$ cat config.mk
export PLATFORM = sky130hd
export DESIGN_NAME = periph_top
export DESIGN_NICKNAME = d
export VERILOG_FILES = /design/src/verilog/periph_pkg.sv /design/src/verilog/periph_top.sv /design/src/verilog/uart_tx_apb.sv /design/src/verilog/riscv_timer.sv /design/src/verilog/apb_splitter.sv
export SDC_FILE = /design/constraint.sdc
export NUM_CORES = 1
export LEC_CHECK = 0
export BUFFER_PORTS_ARGS = -buffer_cell sky130_fd_sc_hd__buf_2
export CORE_MARGIN = 3
export CORE_UTILIZATION = 27
export DETAILED_ROUTE_END_ITERATION = 7
export GPL_ROUTABILITY_DRIVEN = 0
export PLACE_DENSITY = 0.39
export SYNTH_ARGS = -nofsm -noshare
export SYNTH_HDL_FRONTEND = slang
export SYNTH_HIERARCHICAL = 1
export SYNTH_SLANG_ARGS = --single-unit
$ cat constraint.sdc
create_clock -name clk -period 4.95 [get_ports clk]
set_input_delay 0.2475 -clock clk [delete_from_list [all_inputs] [get_ports clk]]
set_output_delay 0.2475 -clock clk [all_outputs]
set_load 0.05 [all_outputs]
$ cat src/verilog/periph_pkg.sv
/*
 * peripheral package
 * APB widths and slave address map
 * timer and UART register offsets
 * timebase and baud divisors, APB request and response structs
 */

`default_nettype none

package periph_pkg;

	// --------------------
	// bus widths
	localparam int APB_ADDR_W = 16;
	localparam int APB_DATA_W = 32;

	// --------------------
	// slave select field in paddr
	localparam int SLV_SEL_HI = 15;
	localparam int SLV_SEL_LO = 12;
	localparam int SLV_SEL_W  = SLV_SEL_HI - SLV_SEL_LO + 1;

	localparam logic [SLV_SEL_W-1:0] SLV_TIMER = SLV_SEL_W'(0);
	localparam logic [SLV_SEL_W-1:0] SLV_UART  = SLV_SEL_W'(1);

	// --------------------
	// timer registers, one 32-bit word each
	localparam logic [SLV_SEL_LO-1:0] TMR_CTRL      = 12'h000;
	localparam logic [SLV_SEL_LO-1:0] TMR_MTIME     = 12'h008;
	localparam logic [SLV_SEL_LO-1:0] TMR_MTIMEH    = 12'h00c;
	localparam logic [SLV_SEL_LO-1:0] TMR_MTIMECMP  = 12'h010;
	localparam logic [SLV_SEL_LO-1:0] TMR_MTIMECMPH = 12'h014;

	// uart registers
	localparam logic [SLV_SEL_LO-1:0] UART_CSR    = 12'h000;
	localparam logic [SLV_SEL_LO-1:0] UART_TXDATA = 12'h004;

	// --------------------
	// clocks per timer tick, small for simulation
	localparam int CLK_PER_TICK = 4;
	localparam int TICK_CNT_W   = $clog2(CLK_PER_TICK);

	// clocks per uart bit, start + 8 data + stop
	localparam int UART_DIV        = 8;
	localparam int UART_DIV_W      = $clog2(UART_DIV);
	localparam int UART_FRAME_BITS = 10;
	localparam int UART_IDX_W      = $clog2(UART_FRAME_BITS);

	// APB requester side
	typedef struct packed {
		logic                  psel;
		logic                  penable;
		logic                  pwrite;
		logic [APB_ADDR_W-1:0] paddr;
		logic [APB_DATA_W-1:0] pwdata;
	} apb_req_t;

	// APB completer side
	typedef struct packed {
		logic [APB_DATA_W-1:0] prdata;
		logic                  pready;
		logic                  pslverr;
	} apb_rsp_t;

endpackage

`default_nettype wire
$ cat src/verilog/periph_top.sv
/*
 * peripheral subsystem top
 * APB splitter with machine timer and UART transmitter
 */

`timescale 1ns/1ps
`default_nettype none

module periph_top (
	input  wire                  clk,
	input  wire                  rst_n,
	input  wire periph_pkg::apb_req_t i_apb,
	output periph_pkg::apb_rsp_t o_apb,
	input  wire                  i_dbg_halt,
	output wire                  o_timer_irq,
	output wire                  o_uart_tx
);

	import periph_pkg::*;

	apb_req_t timer_req;
	apb_rsp_t timer_rsp;
	apb_req_t uart_req;
	apb_rsp_t uart_rsp;

	// --------------------
	// address decode
	apb_splitter splitter_i (
		.clk         (clk),
		.rst_n       (rst_n),
		.i_req       (i_apb),
		.o_rsp       (o_apb),
		.o_timer_req (timer_req),
		.i_timer_rsp (timer_rsp),
		.o_uart_req  (uart_req),
		.i_uart_rsp  (uart_rsp)
	);

	// --------------------
	// slaves
	riscv_timer timer_i (
		.clk         (clk),
		.rst_n       (rst_n),
		.i_req       (timer_req),
		.o_rsp       (timer_rsp),
		.i_dbg_halt  (i_dbg_halt),
		.o_timer_irq (o_timer_irq)
	);

	uart_tx_apb uart_i (
		.clk       (clk),
		.rst_n     (rst_n),
		.i_req     (uart_req),
		.o_rsp     (uart_rsp),
		.o_uart_tx (o_uart_tx)
	);

endmodule

`default_nettype wire

$ cat src/verilog/uart_tx_apb.sv
/*
 * transmit-only UART on APB
 * CSR with busy flag, TXDATA write starts a frame
 * 8N1 shift engine, writes while busy are rejected
 */

`timescale 1ns/1ps
`default_nettype none

module uart_tx_apb (
	input  wire                  clk,
	input  wire                  rst_n,
	input  wire periph_pkg::apb_req_t i_req,
	output periph_pkg::apb_rsp_t o_rsp,
	output wire                  o_uart_tx
);

	import periph_pkg::*;

	logic [SLV_SEL_LO-1:0]      ofs;
	logic                       tx_wr;
	logic                       tx_start;
	logic                       tx_reject;
	logic                       busy;
	logic [UART_DIV_W-1:0]      div_cnt;
	logic [UART_IDX_W-1:0]      bit_idx;
	logic [UART_FRAME_BITS-1:0] shift_q;
	logic                       bit_end;
	logic [APB_DATA_W-1:0]      rd_data;

	assign ofs = i_req.paddr[SLV_SEL_LO-1:0];

	// --------------------
	// bus side
	assign tx_wr = i_req.psel && i_req.penable && i_req.pwrite
		&& (ofs == UART_TXDATA);
	assign tx_start  = tx_wr && !busy;
	assign tx_reject = tx_wr && busy;

	always_comb begin
		case (ofs)
			UART_CSR: rd_data = {31'b0, busy};
			default:  rd_data = '0;
		endcase
	end

	assign o_rsp.prdata  = rd_data;
	assign o_rsp.pready  = 1'b1;
	assign o_rsp.pslverr = tx_reject;

	// --------------------
	// shift engine
	assign bit_end = busy && (div_cnt == UART_DIV_W'(UART_DIV - 1));

	// line idles high, so the shifter fills with ones
	always_ff @(posedge clk or negedge rst_n) begin
		if (!rst_n) begin
			busy    <= 1'b0;
			div_cnt <= '0;
			bit_idx <= '0;
			shift_q <= '1;
		end else if (tx_start) begin
			// stop, data lsb first, start
			shift_q <= {1'b1, i_req.pwdata[7:0], 1'b0};
			busy    <= 1'b1;
			div_cnt <= '0;
			bit_idx <= '0;
		end else if (busy) begin
			if (bit_end) begin
				div_cnt <= '0;
				shift_q <= {1'b1, shift_q[UART_FRAME_BITS-1:1]};
				bit_idx <= bit_idx + 1'b1;
				// last bit is the stop bit
				if (bit_idx == UART_IDX_W'(UART_FRAME_BITS - 1)) begin
					busy <= 1'b0;
				end
			end else begin
				div_cnt <= div_cnt + 1'b1;
			end
		end
	end

	assign o_uart_tx = shift_q[0];

endmodule

`default_nettype wire

$ cat src/verilog/riscv_timer.sv
/*
 * RISC-V machine timer on APB
 * tick timebase, 64-bit mtime and mtimecmp
 * enable bit, debug-halt freeze and registered interrupt
 */

`timescale 1ns/1ps
`default_nettype none

module riscv_timer (
	input  wire                  clk,
	input  wire                  rst_n,
	input  wire periph_pkg::apb_req_t i_req,
	output periph_pkg::apb_rsp_t o_rsp,
	input  wire                  i_dbg_halt,
	output logic                 o_timer_irq
);

	import periph_pkg::*;

	logic [TICK_CNT_W-1:0] tick_ctr;
	logic                  tick;
	logic                  ctrl_en;
	logic [31:0]           mtime_lo;
	logic [31:0]           mtime_hi;
	logic [31:0]           mtimecmp_lo;
	logic [31:0]           mtimecmp_hi;
	logic [63:0]           mtime_inc;
	logic                  count_en;
	logic [SLV_SEL_LO-1:0] ofs;
	logic                  wr_en;
	logic [APB_DATA_W-1:0] rd_data;

	assign ofs   = i_req.paddr[SLV_SEL_LO-1:0];
	assign wr_en = i_req.psel && i_req.penable && i_req.pwrite;

	// --------------------
	// timebase, one tick pulse per CLK_PER_TICK clocks
	always_ff @(posedge clk or negedge rst_n) begin
		if (!rst_n) begin
			tick_ctr <= TICK_CNT_W'(CLK_PER_TICK - 1);
			tick     <= 1'b0;
		end else begin
			if (tick_ctr == '0) begin
				tick_ctr <= TICK_CNT_W'(CLK_PER_TICK - 1);
			end else begin
				tick_ctr <= tick_ctr - 1'b1;
			end
			tick <= (tick_ctr == '0);
		end
	end

	// frozen while the hart is halted in debug
	assign count_en  = tick && ctrl_en && !i_dbg_halt;
	assign mtime_inc = {mtime_hi, mtime_lo} + 64'd1;

	// --------------------
	// registers
	always_ff @(posedge clk or negedge rst_n) begin
		if (!rst_n) begin
			ctrl_en <= 1'b1;
		end else if (wr_en && ofs == TMR_CTRL) begin
			ctrl_en <= i_req.pwdata[0];
		end
	end

	// bus write wins over the count
	always_ff @(posedge clk or negedge rst_n) begin
		if (!rst_n) begin
			mtime_lo <= '0;
			mtime_hi <= '0;
		end else if (wr_en && ofs == TMR_MTIME) begin
			mtime_lo <= i_req.pwdata;
		end else if (wr_en && ofs == TMR_MTIMEH) begin
			mtime_hi <= i_req.pwdata;
		end else if (count_en) begin
			{mtime_hi, mtime_lo} <= mtime_inc;
		end
	end

	always_ff @(posedge clk or negedge rst_n) begin
		if (!rst_n) begin
			mtimecmp_lo <= '1;
			mtimecmp_hi <= '1;
		end else begin
			if (wr_en && ofs == TMR_MTIMECMP) begin
				mtimecmp_lo <= i_req.pwdata;
			end
			if (wr_en && ofs == TMR_MTIMECMPH) begin
				mtimecmp_hi <= i_req.pwdata;
			end
		end
	end

	// unsigned 64-bit compare, one cycle behind the registers
	always_ff @(posedge clk or negedge rst_n) begin
		if (!rst_n) begin
			o_timer_irq <= 1'b0;
		end else begin
			o_timer_irq <= {mtime_hi, mtime_lo} >= {mtimecmp_hi, mtimecmp_lo};
		end
	end

	// --------------------
	// read mux
	always_comb begin
		case (ofs)
			TMR_CTRL:      rd_data = {31'b0, ctrl_en};
			TMR_MTIME:     rd_data = mtime_lo;
			TMR_MTIMEH:    rd_data = mtime_hi;
			TMR_MTIMECMP:  rd_data = mtimecmp_lo;
			TMR_MTIMECMPH: rd_data = mtimecmp_hi;
			default:       rd_data = '0;
		endcase
	end

	// no wait states
	assign o_rsp.prdata  = rd_data;
	assign o_rsp.pready  = 1'b1;
	assign o_rsp.pslverr = 1'b0;

endmodule

`default_nettype wire

$ cat src/verilog/apb_splitter.sv
/*
 * APB address splitter
 * routes one requester to the timer or the UART
 * answers unmapped addresses with an error
 */

`timescale 1ns/1ps
`default_nettype none

module apb_splitter (
	input  wire                  clk,
	input  wire                  rst_n,
	input  wire periph_pkg::apb_req_t i_req,
	output periph_pkg::apb_rsp_t o_rsp,
	output periph_pkg::apb_req_t o_timer_req,
	input  wire periph_pkg::apb_rsp_t i_timer_rsp,
	output periph_pkg::apb_req_t o_uart_req,
	input  wire periph_pkg::apb_rsp_t i_uart_rsp
);

	import periph_pkg::*;

	logic [SLV_SEL_W-1:0] sel_dec;
	logic [SLV_SEL_W-1:0] sel_q;
	logic [SLV_SEL_W-1:0] sel;

	assign sel_dec = i_req.paddr[SLV_SEL_HI:SLV_SEL_LO];

	// select is captured in the setup cycle and held for the access cycles
	always_ff @(posedge clk or negedge rst_n) begin
		if (!rst_n) begin
			sel_q <= '0;
		end else if (i_req.psel && !i_req.penable) begin
			sel_q <= sel_dec;
		end
	end

	assign sel = i_req.penable ? sel_q : sel_dec;

	// --------------------
	// request fan-out, psel only to the chosen slave
	always_comb begin
		o_timer_req      = i_req;
		o_timer_req.psel = i_req.psel && (sel == SLV_TIMER);
		o_uart_req       = i_req;
		o_uart_req.psel  = i_req.psel && (sel == SLV_UART);
	end

	// --------------------
	// response mux
	always_comb begin
		case (sel)
			SLV_TIMER: begin
				o_rsp = i_timer_rsp;
			end
			SLV_UART: begin
				o_rsp = i_uart_rsp;
			end
			default: begin
				// nothing mapped here, complete at once with error
				o_rsp.prdata  = '0;
				o_rsp.pready  = 1'b1;
				o_rsp.pslverr = 1'b1;
			end
		endcase
	end

endmodule

`default_nettype wire

## Word level (Yosys, flattened, before mapping)

Index checks and enable logic that the tools add are counted.

- Shift operators: 0
- Bitwise operators: 1
- Reductions and logical operators: 31
- Add/subtract/negate cells: 4
- $mul: 0
- Divide/modulo/power cells: 0
- Equal/unequal tests: 9
- Magnitude comparators: 1
- Multiplexer cells: 23

Operators by type and width:

| kind | count |
|---|---|
| 32-bit 2-to-1 mux | 5 |
| 32-bit one-hot mux with 5 select lines | 1 |
| 34-bit one-hot mux with 2 select lines | 1 |
| 64-bit by 1-bit adder with 64-bit output (second input constant) | 1 |
| 64-bit >= comparator | 1 |
| 10-bit 2-to-1 mux | 3 |
| 12-bit by 4-bit == test with 1-bit output (second input constant) | 2 |
| 12-bit by 5-bit == test with 1-bit output (second input constant) | 2 |
| 1-bit logical AND | 18 |
| 4-bit 2-to-1 mux | 4 |
| 12-bit by 3-bit == test with 1-bit output (second input constant) | 1 |
| 12-bit zero test | 1 |
| 3-bit 2-to-1 mux | 3 |
| 2-bit nonzero test | 4 |
| 2-bit AND reduction | 3 |
| 1-bit 2-to-1 mux | 5 |
| 4-bit by 1-bit adder with 4-bit output (second input constant) | 1 |
| 4-bit by 1-bit == test with 1-bit output (second input constant) | 1 |
| 4-bit == test (second input constant) | 1 |
| 4-bit zero test | 1 |
| 3-bit by 1-bit adder with 3-bit output (second input constant) | 1 |
| 3-bit == test (second input constant) | 1 |
| 1-bit zero test | 3 |
| 2-bit zero test | 1 |
| 4 further kinds | 4 |

- ROM bits: 0
- Logic and storage cells: 82
- Memory bits (writable): 0
- Memories kept: 0
- Latch bits: 0
- Input bits: 54
- Register bits after elaboration: 155
- Output and inout port bits: 36

## Longest topological paths before layout

- Depth in word-level cells: 9
- Depth in mapped cells: 13
- Depth with buffers taken out: 9

## Modules after synthesis

The synthesis kept the hierarchy.

By module, submodules not included:

| module | area an instance (µm²) | cells an instance | sequential area each (µm²) | instances |
|---|---|---|---|---|
| riscv_timer | 9032.4 | 968 | 3412.0 | 1 |
| apb_splitter | 1555.2 | 230 | 100.1 | 1 |
| uart_tx_apb | 1122.3 | 113 | 436.7 | 1 |

## Least setup slack after synthesis

No wires, ideal clock.

- Path kind: input -> output
- From: input port i_apb[33] (netlist name)
- To: output port o_apb[31] (netlist name)
- Setup slack: 1.930 ns
- Data required time: 4.703 ns
- Path buffers: 3
- Cell stages on the path: 10
- Data arrival time: 2.773 ns
- Cells stage by stage: buf_4 -> nor4_1 -> nand4_1 -> nor2_1 -> clkbuf_1 -> clkbuf_1 -> a222oi_1 -> nand2_1 -> nand2_1 -> a21oi_1

RTL lines:

| item | RTL line | source |
|---|---|---|
| start: declaration | periph_top.sv:12 | `input wire periph_pkg::apb_req_t i_apb,` |
| end: declaration | periph_top.sv:13 | `output periph_pkg::apb_rsp_t o_apb,` |

==> out/metrics.cfg <==
[timing]
worst_pin_slew_ps = 998
fin_worst_hold_slack_ps = 81.3
fmax_ghz = 0.280
tns_ps = 0
maxSlewHeadroom_pct = 33.2
slew_viol_final = 0
period_needed_ps = 3570
period_share_pct = 72.1
fin_skew_ps = 12.3
setup-violations-final = 0
finalHoldViolCount = 0
rsz0062_at_grt = false
fin_ws_ps = 1380

[hold_path]
min_path_type = in -> reg

[pwr]
leakagePower_nw = 5.04
powerDensity_mw_per_mm2 = 242
max-vdd-ir-drop_mv = 0.212
power.total_mw = 3.00

[floorplan]
die_area_mm2 = 0.0450
fp.coreArea_mm2 = 0.0414
num_rows = 74
die_w_um = 212
start_util_pct = 27.7
num_io_pins = 90
die_h_um = 212

[logic_synthesis]
syn_area_per_cell_um2 = 8.97
syn_area_mm2 = 0.0115
ys_warn_count = 6
syn_inst = 1279

[clocking]
clockBufferDepth = 2
cts_setup_buffers = 0
h-tree-depth = 4
insertion_delay_ps = 450
cts.sinks = 154
cts_buffers = 17
clk_pin_slew_worst_paths_ps = 60
cts_tree = yes
root_buffer = clkbuf_16

[layout]
layout-area-overhead-vs-synth_pct = 8.15
layout_common_cells = nand2_1, buf_2, dfrtp_1, inv_1, dfstp_2
fillers = 4326
nets = 1393
final_common_cell = nand2_1
drive_above_1_share_pct = 25.6
num_antenna_cells = 0
finalNonFillerCells = 1814

[worst_setup_path]
slowest_delay_ps = 780
cp.required_ps = 4700
crit_type = in -> out
startpoint_type = input port
cp_top_family = simple AND/OR/NAND/NOR gates
end_kind = output pin
worstPathCellList = buf_2, nor4_1, nand4_1, nor2_2, buf_4, a222oi_1, nand2_1, nand2_1, a21oi_1, buf_2
crit_fanout = 19
arrival_ps = 3320
slowest_stage = nor2_2
cp_num_buf_inv = 3

[grt]
grt_pass1_wl_mm = 56.9
gr-usage-all-layers_pct = 16.8
antenna_found_initial = 1
grt_start_max_net_pins = 142
grt_pass1_vias = 8967
grt_overflow = 0

[routing]
wl_per_cell_um = 20.7
vias = 9216
wl_mm = 37.5
drc = 0
routed_via_density = 5.08
drt_iter0_drc = 629
drtAntennaViolNets = 0
firstDrtPassIters = 7

[placement]
numPortBuffers = 89
dp_hpwl_mm = 27.7
dp_slack_ps = 1410
place_inst = 1781

[flow_run]
cap_violations = 0

[status]
status = finished clean

==> worst register-to-register path, delay by kind of cell (launching register included) <==
kind | cells | cell delay (ps)
compound gates | 1 | 130
buf+inv | 1 | 340
flops | 1 | 410
mux | 1 | 140
simple gates | 7 | 2140
==> repair_timing <==
item,4_1_cts,5_1_grt
hold buffers,1,0
endpoints found under the hold margin,13,0
resized for setup,0,0
==> where the power goes <==
part	internal, mW	switching, mW
Combinational	0.0777	0.183
Sequential	1.28	0.0297
Clock	0.874	0.560
==> per-stage QoR <==
stage | cell area (µm²) | utilization (%)
after detailed placement | 11800 | 28.4
final | 12400 | 30.0
after floorplan | 11600 | -
after global placement | 11800 | 28.4
after CTS | 12400 | 30.0
after global routing | 12400 | 30.0
==> worst paths after layout <==
kind	from	endpoint	slack (ps)	cells after the start
worst max-delay path	i_apb[33]	o_apb[21]	1380	10
worst min-delay path	i_apb[30]	timer_i/mtime_hi[30]	80	3
worst max register to register	splitter_i/sel_q[0]	timer_i/mtime_hi[25]	1680	10
worst min register to register	timer_i/tick_ctr[0]	timer_i/tick_ctr[0]	460	1
max in group asynchronous	rst_n	timer_i/mtime_hi[29]	3640	3
min in group asynchronous	rst_n	uart_i/bit_idx[3]	170	2
==> final cells by class <==
cell class / count / area (µm²) / share of cell area, %
flip-flops and latches: 154 / 3950 / 31.8
multi-input cells: 912 / 6260 / 50.5
inverters: 78 / 293 / 2.36
clock buffers: 26 / 519 / 4.19
clock inverters: 6 / 110 / 0.888
repair buffers: 106 / 607 / 4.89
well taps: 532 / 666 / 5.37
==> flip-flops by register name, indices dropped and copies added, names as in the netlist <==
register             flops
timer_i/mtimecmp_hi     32
splitter_i/sel_q         4
timer_i/tick             1
uart_i/div_cnt           3
uart_i/shift_q           9
uart_i/bit_idx           4
timer_i/mtime_lo        32
timer_i/mtime_hi        32
timer_i/mtimecmp_lo     32
timer_i/tick_ctr         2
timer_i/o_timer_irq      1
uart_i/busy              1
timer_i/ctrl_en          1
==> metal layers <==
metal  global-route usage (%)  wire length (µm)
met5                        0                20
met4                     4.53               527
met3                     2.08              1340
met2                     26.8             17100
met1                     24.1             18500
(Power assumes the default switching activity.)
